`src/hdl/afu_macros.svh`:
```
`ifndef AFU_MACROS_SVH
`define AFU_MACROS_SVH

// host address and buffer beat widths
`define AFU_ADDR_W 64
`define AFU_DATA_W 64

// command tag width, beats per cache line
`define AFU_TAG_W 8
`define AFU_BEATS 4

// mmio word address width
`define AFU_MMIO_AW 24

// fixed tags for the descriptor read and the result write
// line reads use the line index, so these sit at the top of the range
`define AFU_WED_TAG 8'hfe
`define AFU_WR_TAG 8'hff

// value returned at the descriptor offset
`define AFU_DESC_WORD 64'h0000_0001_0000_8010

`endif

```
`src/hdl/capi_pkg.sv`:
```
package capi_pkg;

  // job control commands from the host
  typedef enum logic [1:0] {
    JOB_NONE  = 2'd0,
    JOB_START = 2'd1,
    JOB_RESET = 2'd2
  } job_cmd_e;

  // memory commands issued by the afu
  typedef enum logic [1:0] {
    MEM_IDLE  = 2'd0,
    MEM_READ  = 2'd1,
    MEM_WRITE = 2'd2
  } mem_cmd_e;

  // response codes returned by the host
  typedef enum logic [1:0] {
    RESP_DONE   = 2'd0,
    RESP_FAILED = 2'd1
  } resp_code_e;

endpackage

```
`src/hdl/afu_pkg.sv`:
```
`include "afu_macros.svh"

package afu_pkg;

  // sequencer states, request/wait pairs in command order
  typedef enum logic [2:0] {
    ST_IDLE      = 3'd0,
    ST_WED_REQ   = 3'd1,
    ST_WED_WAIT  = 3'd2,
    ST_LINE_REQ  = 3'd3,
    ST_LINE_WAIT = 3'd4,
    ST_WR_REQ    = 3'd5,
    ST_WR_WAIT   = 3'd6,
    ST_FINISH    = 3'd7
  } ctl_state_e;

  // mmio word offsets
  typedef enum logic [`AFU_MMIO_AW-1:0] {
    REG_DESC    = 'h0,
    REG_SCRATCH = 'h1,
    REG_PARITY  = 'h2
  } mmio_reg_e;

endpackage

```
`src/hdl/job.sv`:
```
`timescale 1ns/100ps

module job (
  input  logic                 clock,
  input  logic                 arst_n,
  input  logic                 job_valid,
  input  capi_pkg::job_cmd_e   job_cmd,
  input  logic                 finish,
  output logic                 running,
  output logic                 done
);

  logic start_cmd;
  logic reset_cmd;

  assign start_cmd = job_valid && (job_cmd == capi_pkg::JOB_START) && !running;
  assign reset_cmd = job_valid && (job_cmd == capi_pkg::JOB_RESET);

  // done is the only way out of running, so one pulse per job
  always_ff @(posedge clock or negedge arst_n) begin
    if (!arst_n) begin
      running <= 1'b0;
      done    <= 1'b0;
    end else begin
      done <= 1'b0;
      if (running && (finish || reset_cmd)) begin
        running <= 1'b0;
        done    <= 1'b1;
      end else if (start_cmd) begin
        running <= 1'b1;
      end
    end
  end

  // done marks the falling edge of running
  a_done_ends_job: assert property (
    @(posedge clock) disable iff (!arst_n)
    done |-> !running && $past(running)
  );

endmodule

```
`src/hdl/mmio.sv`:
```
`timescale 1ns/100ps
`include "afu_macros.svh"

module mmio (
  input  logic                    clock,
  input  logic                    arst_n,
  input  logic                    mmio_valid,
  input  logic                    mmio_read,
  input  logic [`AFU_MMIO_AW-1:0] mmio_addr,
  input  logic [`AFU_DATA_W-1:0]  mmio_wdata,
  input  logic [`AFU_DATA_W-1:0]  parity_value,
  output logic                    mmio_ack,
  output logic [`AFU_DATA_W-1:0]  mmio_rdata
);

  logic [`AFU_DATA_W-1:0] scratch;

  always_ff @(posedge clock or negedge arst_n) begin
    if (!arst_n) begin
      mmio_ack <= 1'b0;
    end else begin
      mmio_ack <= mmio_valid;
    end
  end

  // only scratch is writable
  always_ff @(posedge clock) begin
    if (mmio_valid && !mmio_read && (mmio_addr == afu_pkg::REG_SCRATCH)) begin
      scratch <= mmio_wdata;
    end
  end

  // read data lines up with the ack, zero for writes and unknown offsets
  always_ff @(posedge clock) begin
    if (mmio_valid) begin
      if (mmio_read) begin
        case (mmio_addr)
          afu_pkg::REG_DESC:    mmio_rdata <= `AFU_DESC_WORD;
          afu_pkg::REG_SCRATCH: mmio_rdata <= scratch;
          afu_pkg::REG_PARITY:  mmio_rdata <= parity_value;
          default:              mmio_rdata <= '0;
        endcase
      end else begin
        mmio_rdata <= '0;
      end
    end
  end

  a_ack_after_valid: assert property (
    @(posedge clock) disable iff (!arst_n)
    mmio_valid |=> mmio_ack
  );

  a_no_spurious_ack: assert property (
    @(posedge clock) disable iff (!arst_n)
    mmio_ack |-> $past(mmio_valid)
  );

endmodule

```
`src/hdl/control.sv`:
```
`timescale 1ns/100ps
`include "afu_macros.svh"

module control (
  input  logic                           clock,
  input  logic                           arst_n,
  input  logic                           running,
  input  logic                           abort,
  input  logic [`AFU_ADDR_W-1:0]         job_wed,
  input  logic [`AFU_TAG_W-1:0]          cmd_room,
  input  logic                           bw_valid,
  input  logic [`AFU_TAG_W-1:0]          bw_tag,
  input  logic [$clog2(`AFU_BEATS)-1:0]  bw_beat,
  input  logic [`AFU_DATA_W-1:0]         bw_data,
  input  logic                           br_valid,
  input  logic [$clog2(`AFU_BEATS)-1:0]  br_beat,
  input  logic                           resp_valid,
  input  logic [`AFU_TAG_W-1:0]          resp_tag,
  input  capi_pkg::resp_code_e           resp_code,
  output logic                           cmd_valid,
  output capi_pkg::mem_cmd_e             cmd_kind,
  output logic [`AFU_TAG_W-1:0]          cmd_tag,
  output logic [`AFU_ADDR_W-1:0]         cmd_addr,
  output logic [`AFU_DATA_W-1:0]         br_data,
  output logic                           finish_pulse,
  output logic [`AFU_DATA_W-1:0]         parity_value
);

  // bytes per cache line, sets the stride between source lines
  localparam int LINE_SHIFT = $clog2(`AFU_BEATS * `AFU_DATA_W / 8);

  afu_pkg::ctl_state_e    state;
  logic [`AFU_ADDR_W-1:0] src_addr;
  logic [`AFU_ADDR_W-1:0] dst_addr;
  logic [`AFU_ADDR_W-1:0] line_cnt;
  logic [`AFU_ADDR_W-1:0] line_idx;
  logic [`AFU_DATA_W-1:0] acc;
  logic                   issue;
  logic                   bw_hit;
  logic                   resp_hit;

  // one command outstanding, so cmd_tag identifies the live transfer
  assign issue    = cmd_room != '0;
  assign bw_hit   = bw_valid && (bw_tag == cmd_tag);
  assign resp_hit = resp_valid && (resp_tag == cmd_tag);

  always_ff @(posedge clock or negedge arst_n) begin
    if (!arst_n) begin
      state        <= afu_pkg::ST_IDLE;
      cmd_valid    <= 1'b0;
      finish_pulse <= 1'b0;
      parity_value <= '0;
    end else begin
      cmd_valid    <= 1'b0;
      finish_pulse <= 1'b0;
      if (abort) begin
        state <= afu_pkg::ST_IDLE;
      end else begin
        case (state)
          afu_pkg::ST_IDLE: begin
            if (running) begin
              state <= afu_pkg::ST_WED_REQ;
            end
          end
          afu_pkg::ST_WED_REQ: begin
            if (issue) begin
              cmd_valid <= 1'b1;
              state     <= afu_pkg::ST_WED_WAIT;
            end
          end
          afu_pkg::ST_WED_WAIT: begin
            if (resp_hit && (line_cnt == '0)) begin
              state <= afu_pkg::ST_WR_REQ;
            end else if (resp_hit) begin
              state <= afu_pkg::ST_LINE_REQ;
            end
          end
          afu_pkg::ST_LINE_REQ: begin
            if (issue) begin
              cmd_valid <= 1'b1;
              state     <= afu_pkg::ST_LINE_WAIT;
            end
          end
          afu_pkg::ST_LINE_WAIT: begin
            if (resp_hit && (line_idx + 1'b1 == line_cnt)) begin
              state <= afu_pkg::ST_WR_REQ;
            end else if (resp_hit) begin
              state <= afu_pkg::ST_LINE_REQ;
            end
          end
          afu_pkg::ST_WR_REQ: begin
            if (issue) begin
              cmd_valid <= 1'b1;
              state     <= afu_pkg::ST_WR_WAIT;
            end
          end
          afu_pkg::ST_WR_WAIT: begin
            if (resp_hit) begin
              finish_pulse <= 1'b1;
              if (resp_code == capi_pkg::RESP_DONE) begin
                parity_value <= acc;
              end
              state <= afu_pkg::ST_FINISH;
            end
          end
          // hold until job drops running so a finished job is not restarted
          afu_pkg::ST_FINISH: begin
            if (!running) begin
              state <= afu_pkg::ST_IDLE;
            end
          end
          default: state <= afu_pkg::ST_IDLE;
        endcase
      end
    end
  end

  // descriptor fields, accumulator and command payload
  always_ff @(posedge clock) begin
    case (state)
      afu_pkg::ST_IDLE: begin
        acc      <= '0;
        line_idx <= '0;
      end
      afu_pkg::ST_WED_REQ: begin
        cmd_kind <= capi_pkg::MEM_READ;
        cmd_tag  <= `AFU_WED_TAG;
        cmd_addr <= job_wed;
      end
      afu_pkg::ST_WED_WAIT: begin
        if (bw_hit) begin
          case (bw_beat)
            2'd0:    src_addr <= bw_data;
            2'd1:    dst_addr <= bw_data;
            2'd2:    line_cnt <= bw_data;
            default: ;
          endcase
        end
      end
      afu_pkg::ST_LINE_REQ: begin
        cmd_kind <= capi_pkg::MEM_READ;
        cmd_tag  <= line_idx[`AFU_TAG_W-1:0];
        cmd_addr <= src_addr + (line_idx << LINE_SHIFT);
      end
      afu_pkg::ST_LINE_WAIT: begin
        if (bw_hit) begin
          acc <= acc ^ bw_data;
        end
        if (resp_hit) begin
          line_idx <= line_idx + 1'b1;
        end
      end
      afu_pkg::ST_WR_REQ: begin
        cmd_kind <= capi_pkg::MEM_WRITE;
        cmd_tag  <= `AFU_WR_TAG;
        cmd_addr <= dst_addr;
      end
      default: ;
    endcase
  end

  // result line, parity in beat 0
  always_ff @(posedge clock) begin
    if (br_valid) begin
      br_data <= (br_beat == '0) ? acc : '0;
    end
  end

  a_room_before_cmd: assert property (
    @(posedge clock) disable iff (!arst_n)
    cmd_valid |-> $past(cmd_room) != '0
  );

  a_cmd_in_job: assert property (
    @(posedge clock) disable iff (!arst_n)
    cmd_valid |-> $past(running)
  );

endmodule

```
`src/hdl/parity_afu.sv`:
```
`timescale 1ns/100ps
`include "afu_macros.svh"

module parity_afu (
  input  logic                           clock,
  input  logic                           arst_n,
  input  logic                           job_valid,
  input  capi_pkg::job_cmd_e             job_cmd,
  input  logic [`AFU_ADDR_W-1:0]         job_wed,
  output logic                           job_running,
  output logic                           job_done,
  output logic                           cmd_valid,
  output capi_pkg::mem_cmd_e             cmd_kind,
  output logic [`AFU_TAG_W-1:0]          cmd_tag,
  output logic [`AFU_ADDR_W-1:0]         cmd_addr,
  input  logic [`AFU_TAG_W-1:0]          cmd_room,
  input  logic                           bw_valid,
  input  logic [`AFU_TAG_W-1:0]          bw_tag,
  input  logic [$clog2(`AFU_BEATS)-1:0]  bw_beat,
  input  logic [`AFU_DATA_W-1:0]         bw_data,
  input  logic                           br_valid,
  input  logic [`AFU_TAG_W-1:0]          br_tag,
  input  logic [$clog2(`AFU_BEATS)-1:0]  br_beat,
  output logic [`AFU_DATA_W-1:0]         br_data,
  input  logic                           resp_valid,
  input  logic [`AFU_TAG_W-1:0]          resp_tag,
  input  capi_pkg::resp_code_e           resp_code,
  input  logic                           mmio_valid,
  input  logic                           mmio_read,
  input  logic [`AFU_MMIO_AW-1:0]        mmio_addr,
  input  logic [`AFU_DATA_W-1:0]         mmio_wdata,
  output logic                           mmio_ack,
  output logic [`AFU_DATA_W-1:0]         mmio_rdata,
  output logic                           timebase_request,
  output logic                           parity_enabled
);

  // registered host inputs
  logic                           job_valid_r;
  capi_pkg::job_cmd_e             job_cmd_r;
  logic [`AFU_ADDR_W-1:0]         job_wed_r;
  logic [`AFU_TAG_W-1:0]          cmd_room_r;
  logic                           bw_valid_r;
  logic [`AFU_TAG_W-1:0]          bw_tag_r;
  logic [$clog2(`AFU_BEATS)-1:0]  bw_beat_r;
  logic [`AFU_DATA_W-1:0]         bw_data_r;
  logic                           br_valid_r;
  logic [`AFU_TAG_W-1:0]          br_tag_r;
  logic [$clog2(`AFU_BEATS)-1:0]  br_beat_r;
  logic                           resp_valid_r;
  logic [`AFU_TAG_W-1:0]          resp_tag_r;
  capi_pkg::resp_code_e           resp_code_r;
  logic                           mmio_valid_r;
  logic                           mmio_read_r;
  logic [`AFU_MMIO_AW-1:0]        mmio_addr_r;
  logic [`AFU_DATA_W-1:0]         mmio_wdata_r;

  // core outputs before the output stage
  logic                           running_c;
  logic                           done_c;
  logic                           cmd_valid_c;
  capi_pkg::mem_cmd_e             cmd_kind_c;
  logic [`AFU_TAG_W-1:0]          cmd_tag_c;
  logic [`AFU_ADDR_W-1:0]         cmd_addr_c;
  logic [`AFU_DATA_W-1:0]         br_data_c;
  logic                           mmio_ack_c;
  logic [`AFU_DATA_W-1:0]         mmio_rdata_c;
  logic                           finish_pulse;
  logic [`AFU_DATA_W-1:0]         parity_value;

  assign timebase_request = 1'b0;
  assign parity_enabled   = 1'b0;

  // strobes, room count and output valids
  always_ff @(posedge clock or negedge arst_n) begin
    if (!arst_n) begin
      job_valid_r  <= 1'b0;
      cmd_room_r   <= '0;
      bw_valid_r   <= 1'b0;
      br_valid_r   <= 1'b0;
      resp_valid_r <= 1'b0;
      mmio_valid_r <= 1'b0;
      job_running  <= 1'b0;
      job_done     <= 1'b0;
      cmd_valid    <= 1'b0;
      mmio_ack     <= 1'b0;
    end else begin
      job_valid_r  <= job_valid;
      cmd_room_r   <= cmd_room;
      bw_valid_r   <= bw_valid;
      br_valid_r   <= br_valid;
      resp_valid_r <= resp_valid;
      mmio_valid_r <= mmio_valid;
      job_running  <= running_c;
      job_done     <= done_c;
      cmd_valid    <= cmd_valid_c;
      mmio_ack     <= mmio_ack_c;
    end
  end

  // payload on both sides
  always_ff @(posedge clock) begin
    job_cmd_r    <= job_cmd;
    if (job_valid) begin
      job_wed_r <= job_wed;
    end
    bw_tag_r     <= bw_tag;
    bw_beat_r    <= bw_beat;
    bw_data_r    <= bw_data;
    br_tag_r     <= br_tag;
    br_beat_r    <= br_beat;
    resp_tag_r   <= resp_tag;
    resp_code_r  <= resp_code;
    mmio_read_r  <= mmio_read;
    mmio_addr_r  <= mmio_addr;
    mmio_wdata_r <= mmio_wdata;
    cmd_kind     <= cmd_kind_c;
    cmd_tag      <= cmd_tag_c;
    cmd_addr     <= cmd_addr_c;
    br_data      <= br_data_c;
    mmio_rdata   <= mmio_rdata_c;
  end

  job job0 (
    .clock    (clock),
    .arst_n   (arst_n),
    .job_valid(job_valid_r),
    .job_cmd  (job_cmd_r),
    .finish   (finish_pulse),
    .running  (running_c),
    .done     (done_c)
  );

  mmio mmio0 (
    .clock       (clock),
    .arst_n      (arst_n),
    .mmio_valid  (mmio_valid_r),
    .mmio_read   (mmio_read_r),
    .mmio_addr   (mmio_addr_r),
    .mmio_wdata  (mmio_wdata_r),
    .parity_value(parity_value),
    .mmio_ack    (mmio_ack_c),
    .mmio_rdata  (mmio_rdata_c)
  );

  // buffer reads only serve the result write
  control control0 (
    .clock       (clock),
    .arst_n      (arst_n),
    .running     (running_c),
    .abort       (done_c),
    .job_wed     (job_wed_r),
    .cmd_room    (cmd_room_r),
    .bw_valid    (bw_valid_r),
    .bw_tag      (bw_tag_r),
    .bw_beat     (bw_beat_r),
    .bw_data     (bw_data_r),
    .br_valid    (br_valid_r && (br_tag_r == `AFU_WR_TAG)),
    .br_beat     (br_beat_r),
    .resp_valid  (resp_valid_r),
    .resp_tag    (resp_tag_r),
    .resp_code   (resp_code_r),
    .cmd_valid   (cmd_valid_c),
    .cmd_kind    (cmd_kind_c),
    .cmd_tag     (cmd_tag_c),
    .cmd_addr    (cmd_addr_c),
    .br_data     (br_data_c),
    .finish_pulse(finish_pulse),
    .parity_value(parity_value)
  );

endmodule

```
`config.mk`:
```
export PLATFORM = sky130hd
export DESIGN_NAME = parity_afu
export DESIGN_NICKNAME = d
export VERILOG_FILES = /design/src/hdl/capi_pkg.sv /design/src/hdl/afu_pkg.sv /design/src/hdl/job.sv /design/src/hdl/mmio.sv /design/src/hdl/control.sv /design/src/hdl/parity_afu.sv
export VERILOG_INCLUDE_DIRS = /design/src /design/src/hdl
export SDC_FILE = /design/constraint.sdc
export NUM_CORES = 1
export LEC_CHECK = 0
export BUFFER_PORTS_ARGS = -buffer_cell sky130_fd_sc_hd__buf_2
export CAP_MARGIN = 10
export CORE_ASPECT_RATIO = 1.1
export CORE_MARGIN = 2
export CORE_UTILIZATION = 50
export DETAILED_ROUTE_END_ITERATION = 10
export MAX_ROUTING_LAYER = met4
export PLACE_DENSITY_LB_ADDON = 0.3
export SLEW_MARGIN = 40
export SYNTH_ARGS = -nofsm -noshare
export SYNTH_HDL_FRONTEND = slang
export SYNTH_HIERARCHICAL = 1
export SYNTH_SLANG_ARGS = --single-unit
```
`constraint.sdc`:
```
create_clock -name clock -period 18.6 [get_ports clock]
set_input_delay 0.93 -clock clock [delete_from_list [all_inputs] [get_ports clock]]
set_output_delay 0.93 -clock clock [all_outputs]
set_load 0.005 [all_outputs]
```
== After elaboration in Yosys (flattened, before gate mapping) ==
Index checks and enable logic that the tools add are counted.

* Reduce and logical (&&, ||, !) cells: 34
* Multiply operators: 0
* Equal/unequal tests: 25
* Magnitude comparators: 0
* $add $sub $neg: 2
* Div/mod/pow operators: 0
* Bitwise operators: 2
* Mux-type cells: 28
* Shifts and indexed selects: 0

{| class="wikitable"
|+ Operators with widths
! operator !! count
|-
| $pmux 64 s3 || 2
|-
| $pmux 64 s2 || 2
|-
| $mux 64 || 2
|-
| $add 64x1->64 const B || 1
|-
| $add 64x64->64 || 1
|-
| $eq 64x64->1 || 1
|-
| $logic_not 64->1 || 1
|-
| $xor 64x64->64 || 1
|-
| $mux 3 || 10
|-
| $eq 24x1->1 const B || 1
|-
| $eq 24x2->1 const B || 1
|-
| $logic_not 24->1 || 1
|-
| $pmux 3 s8 || 1
|-
| $pmux 8 s3 || 1
|-
| $eq 8x8->1 || 2
|-
| $eq 3x3->1 const B || 4
|-
| $ne 3x2->1 const B || 4
|-
| $logic_and 1x1->1 || 11
|-
| $mux 1 || 9
|-
| $reduce_and 3->1 || 3
|-
| $eq 8x8->1 const B || 1
|-
| $reduce_bool 8->1 || 1
|-
| $eq 3x2->1 const B || 2
|-
| $logic_not 2->1 || 3
|-
| 17 further kinds || 25
|}

* Bits of input ports: 264
* Memories: 0
* Output and inout bits: 208
* RAM bits: 0
* Flip-flop bits (word level): 1,126
* Bits in latches: 0
* Bits in read-only memories: 0
* Word-level logic and storage cells: 136

== Logic depth before layout (Yosys ltp) ==
* Word-level depth: 6
* Gate-level depth with buffers: 15
* Gate-level depth less buffers: 13

== Modules after synthesis ==
Netlist, hierarchy kept.

{| class="wikitable"
|+ By module, submodules not included
! module !! cells an instance !! area an instance (um^2) !! sequential area each (um^2) !! times used
|-
| control || 2,099 || 25,809.8 || 15,479.8 || 1
|-
| parity_afu || 475 || 10,138.5 || 10,094.7 || 1
|-
| mmio || 391 || 6,048.3 || 3,868.7 || 1
|-
| job || 9 || 88.8 || 50.0 || 1
|}

== Worst setup path after synthesis ==
No wires, ideal clock.

* Path kind: register to register
* From: reg mmio_valid_r
* To: reg mmio0.scratch[0] (enable)
* Required time: 18,036 ps
* Slack: 11,845 ps
* Arrival: 6,191 ps
* Cell stages (with the launch flop): 3
* Library setup time: 564 ps
* Path buffers: 0
* Clock period less this slack: 6,755 ps
* Path through: dfrtp_1 -> nand3_1 -> nor3_1

* Cells in the longest elaborated chain, start to end: 2

{| class="wikitable"
|+ Ends and longest elaborated chain
! element !! line !! text
|-
| from (decl) || parity_afu.sv:53 || <nowiki>logic mmio_valid_r;</nowiki>
|-
| from (signal assigned) || parity_afu.sv:93 || <nowiki>mmio_valid_r <= mmio_valid;</nowiki>
|-
| $logic_and 1x1->1 (2 in a row) || mmio.sv:28 || <nowiki>if (mmio_valid && !mmio_read && (mmio_addr == afu_pkg::REG_SCRATCH)) begin</nowiki>
|-
| to (signal assigned) || mmio.sv:29 || <nowiki>scratch <= mmio_wdata;</nowiki>
|-
| to (decl) || mmio.sv:16 || <nowiki>logic [`AFU_DATA_W-1:0] scratch;</nowiki>
|}

Every way passes these cells.
A chain may end at the register's enable or synchronous reset.

== Worst setup path in the final report ==
* From: reg control0.line_idx[11]
* To: reg control0.state[2]

* Cells in the longest elaborated chain, start to end: 6

{| class="wikitable"
|+ Ends and longest elaborated chain
! element !! line !! text
|-
| from (decl) || control.sv:36 || <nowiki>logic [`AFU_ADDR_W-1:0] line_idx;</nowiki>
|-
| from (signal assigned) || control.sv:150 || <nowiki>line_idx <= line_idx + 1'b1;</nowiki>
|-
| $add 64x1->64 || control.sv:85 || <nowiki>if (resp_hit && (line_idx + 1'b1 == line_cnt)) begin</nowiki>
|-
| $eq 64x64->1 || control.sv:85 ||
|-
| $logic_and 1x1->1 || control.sv:85 ||
|-
| $mux 3 || control.sv:85 ||
|-
| $pmux 3 s8 || control.sv:59 || <nowiki>case (state)</nowiki>
|-
| $mux 3 || control.sv:56 || <nowiki>if (abort) begin</nowiki>
|-
| to (signal assigned) || control.sv:57 || <nowiki>state <= afu_pkg::ST_IDLE;</nowiki>
|-
| to (signal assigned) || control.sv:62 || <nowiki>state <= afu_pkg::ST_WED_REQ;</nowiki>
|-
| to (signal assigned) || control.sv:86 || <nowiki>state <= afu_pkg::ST_WR_REQ;</nowiki>
|-
| to (decl) || control.sv:32 || <nowiki>afu_pkg::ctl_state_e state;</nowiki>
|}

Every way passes these cells.

==> impl_metrics.py <==
metrics = {
    "cts": {
        "ctsHoldBuffers": 0,
        "cts_buffers": 106,
        "cts_root_buf": "clkbuf_16",
        "path_clk_slew_ps": 70,
        "cts_resized": 0,
        "cts_max_level": 3,
        "postCtsSetupBuffers": 0,
        "cts_sinks": 1126,
        "cts.path.max_buffers": 3,
        "cts_tree": "yes",
        "clk_latency_ps": 700,
    },
    "floorplan": {
        "die_h_um": 308,
        "initial_core_util_pct": 50.5,
        "rows": 111,
        "fp.dieW_um": 281,
        "coreArea_um2": 83300,
        "ios": 472,
        "fp.dieArea_um2": 86500,
    },
    "finish": {
        "fin_area_um2": 49500,
        "drive_above_1_share_pct": 24.2,
        "layout.cells.non_filler": 4614,
        "syn_to_final_growth_pct": 17.6,
        "fin_nets": 3766,
    },
    "place": {
        "hpwl_um": 79900,
        "dp_cells": 4405,
        "port_buffers": 469,
        "dpl_cell_area_um2": 45600,
        "gp_congestion": 0.944,
    },
    "sta": {
        "rsz0062_at_grt": "false",
        "clock_skew_ps": 51.7,
        "fin_crit_sh_pct": 27.2,
        "min_period_ps": 5060,
        "final.setup.tns_ps": 0,
        "fmax_mhz": 198,
        "setup_violations": 0,
        "max-slew-margin-rel_pct": 43.8,
        "worstMarginPinSlew_ps": 839,
        "final-max-slew-violation-count": 0,
        "finalHoldViolCount": 0,
    },
    "setup_path": {
        "r2r-start": "control0/line_idx[11]",
        "cp-start-kind": "flop",
        "rr_worst_depth": 11,
        "path_class": "reg2reg",
        "critPathCaptureType": "flop",
        "r2r_slack_ps": 13540,
        "r2r-end": "control0/state[2]",
        "critPathMaxFanout": 12,
        "worstPathArrival_ps": 5680,
        "critPathRequiredTime_ps": 19220,
    },
    "pwr": {
        "total_leakage_power_nw": 18.6,
        "ir_drop_v": 0.0000882,
        "p_per_area_nw_per_um2": 141,
        "power_mw": 6.96,
    },
    "synth": {
        "synth_area_leader_cell": "edfxtp_1",
        "synth.area.top_cells": "edfxtp_1 (46%), dfxtp_1 (18%), dfrtp_1 (5.3%), xnor2_1 (3.3%), a2111oi_2 (2.2%)",
        "ys_seq_area_share_pct": 70.1,
        "ys_warn_count": 6,
        "ys_types": 80,
        "synth_top_cell_area_share_pct": 46.4,
        "ys_top_cells_by_count": "edfxtp_1 (650), dfxtp_1 (387), nor2_1 (194), xnor2_1 (157), nand3_1 (122)",
        "synthArstFlopShare_pct": 7.90,
        "postSynthAreaPerCell_um2": 14.2,
        "yosysMostFrequentCell": "edfxtp_1",
        "synth_seq_cells": 1126,
        "synth_ff_type": "edfxtp_1",
        "synth.cell_area_um2": 42100,
        "synth_edf_count": 650,
        "syn_inst": 2974,
    },
    "drt": {
        "wl_um": 114000,
        "vias": 26300,
        "dr.pass1.iters": 5,
        "drtIter0Drc": 2398,
        "ant_nets": 0,
        "via_per_inst": 5.71,
        "routedWlPerCell_um": 24.8,
        "route.detailed.drc": 0,
    },
    "grt": {
        "grt_pass1_wl_um": 166000,
        "antenna_found_initial": 9,
        "overflow": 0,
        "grtUsageTotal_pct": 26.8,
        "grt_start_max_net_pins": 84,
        "first_global_vias": 25900,
    },
    "worst_hold_path": {
        "min_path_type": "in2async",
    },
    "run": {
        "maxCapViolations": 0,
    },
    "outcome": {
        "status": "completed",
    },
}
==> layout make-up <==
cell class	instances	area, µm²
Tap cell	1073	1340
Antenna cell	5	12.5
Multi-Input combinational cell	1667	12000
Sequential cell	1126	29500
Fill cell	6495	33800
Inverter	35	133
Clock inverter	48	656
Timing Repair Buffer	506	2690
Clock buffer	154	3140
==> cell usage in the layout, fill, tap and decap left out, drive strengths merged, types with 22 or more instances in the layout <==
| cell type | Yosys | layout |
|---|---|---|
| edfxtp | 650 | 650 |
| buf | 39 | 506 |
| dfxtp | 387 | 387 |
| nor2 | 194 | 194 |
| xnor2 | 157 | 157 |
| clkbuf | 108 | 154 |
| nand3 | 122 | 122 |
| nand2 | 97 | 97 |
| o21ai | 96 | 96 |
| dfrtp | 89 | 89 |
| xor2 | 82 | 82 |
| and2 | 80 | 80 |
| a21oi | 77 | 77 |
| mux2 | 67 | 67 |
| a2111oi | 67 | 67 |
| a22oi | 62 | 62 |
| nand4b | 62 | 62 |
| ha | 59 | 59 |
| nor4 | 50 | 50 |
| nand4 | 46 | 46 |
| inv | 35 | 45 |
| a21o | 31 | 31 |
| nand2b | 29 | 29 |
| nor3 | 29 | 29 |
| nor2b | 28 | 28 |
| and3 | 26 | 26 |
| clkinv | 0 | 22 |
==> kinds of logic (layout without fill, tap and decap cells) <==
family | count (synthesis) | after routing | share of synthesized area (%)
xor gates and xnor gates | 240 | 240 | 5.03
buffers and inverters | 182 | 743 | 1.76
AOI/OAI and AO/OA | 459 | 459 | 8.42
adders and majority gates | 60 | 60 | 1.80
other | 1 | 7 | 0.00891
DFF | 1126 | 1126 | 70.1
and+or+nand+nor | 831 | 831 | 10.9
muxes | 75 | 75 | 1.98
==> report_power, final <==
part | total, mW | leakage [nW] | switching (mW) | internal [mW]
Combinational | 1.32 | 6.08 | 0.803 | 0.514
Sequential | 3.34 | 10.6 | 0.299 | 3.05
Clock | 2.30 | 1.85 | 0.954 | 1.34
==> worst max-delay path: stages (launching register included) <==
cell and delay, ps:
edfxtp_1 520, and4_1 410, nand4_1 540, or3_1 750, nor4_1 750, nor3b_1 110, a2111oi_0 620, and4_1 280
nand3_1 90, nor4_2 580, nand3_1 140, a31oi_1 190
==> worst max-delay path by stage <==
stage | to | startpoint | slack [ps]
2_1_floorplan | mmio0/scratch[0] | mmio_valid_r | 11840
4_1_cts | control0/state[2] | control0/line_idx[11] | 13670
3_5_place_dp | control0/state[2] | control0/line_idx[11] | 13690
3_3_place_gp | control0/state[2] | control0/line_idx[11] | 13840
5_1_grt | control0/state[2] | control0/line_idx[11] | 13370
6_report | control0/state[2] | control0/line_idx[11] | 13540
==> routing by layer <==
layer  vias up  wire (µm)  GRT usage (%)
met4         0       3870           9.80
met1     13000      50100           36.9
met3       200       7670           3.98
met5         -          0              -
li1      12000          -              -
met2      1110      52700           40.7
==> metrics by stage <==
stage	utilization, %	hold WS (ps)	worst slack, ps
after floorplan	-	323	11840
after global placement	54.7	325	13840
after detailed placement	54.7	327	13690
after CTS	59.3	204	13670
after global routing	59.4	240	13370
final	59.4	225	13540
No activity file was read; power rests on OpenSTA's default activity.
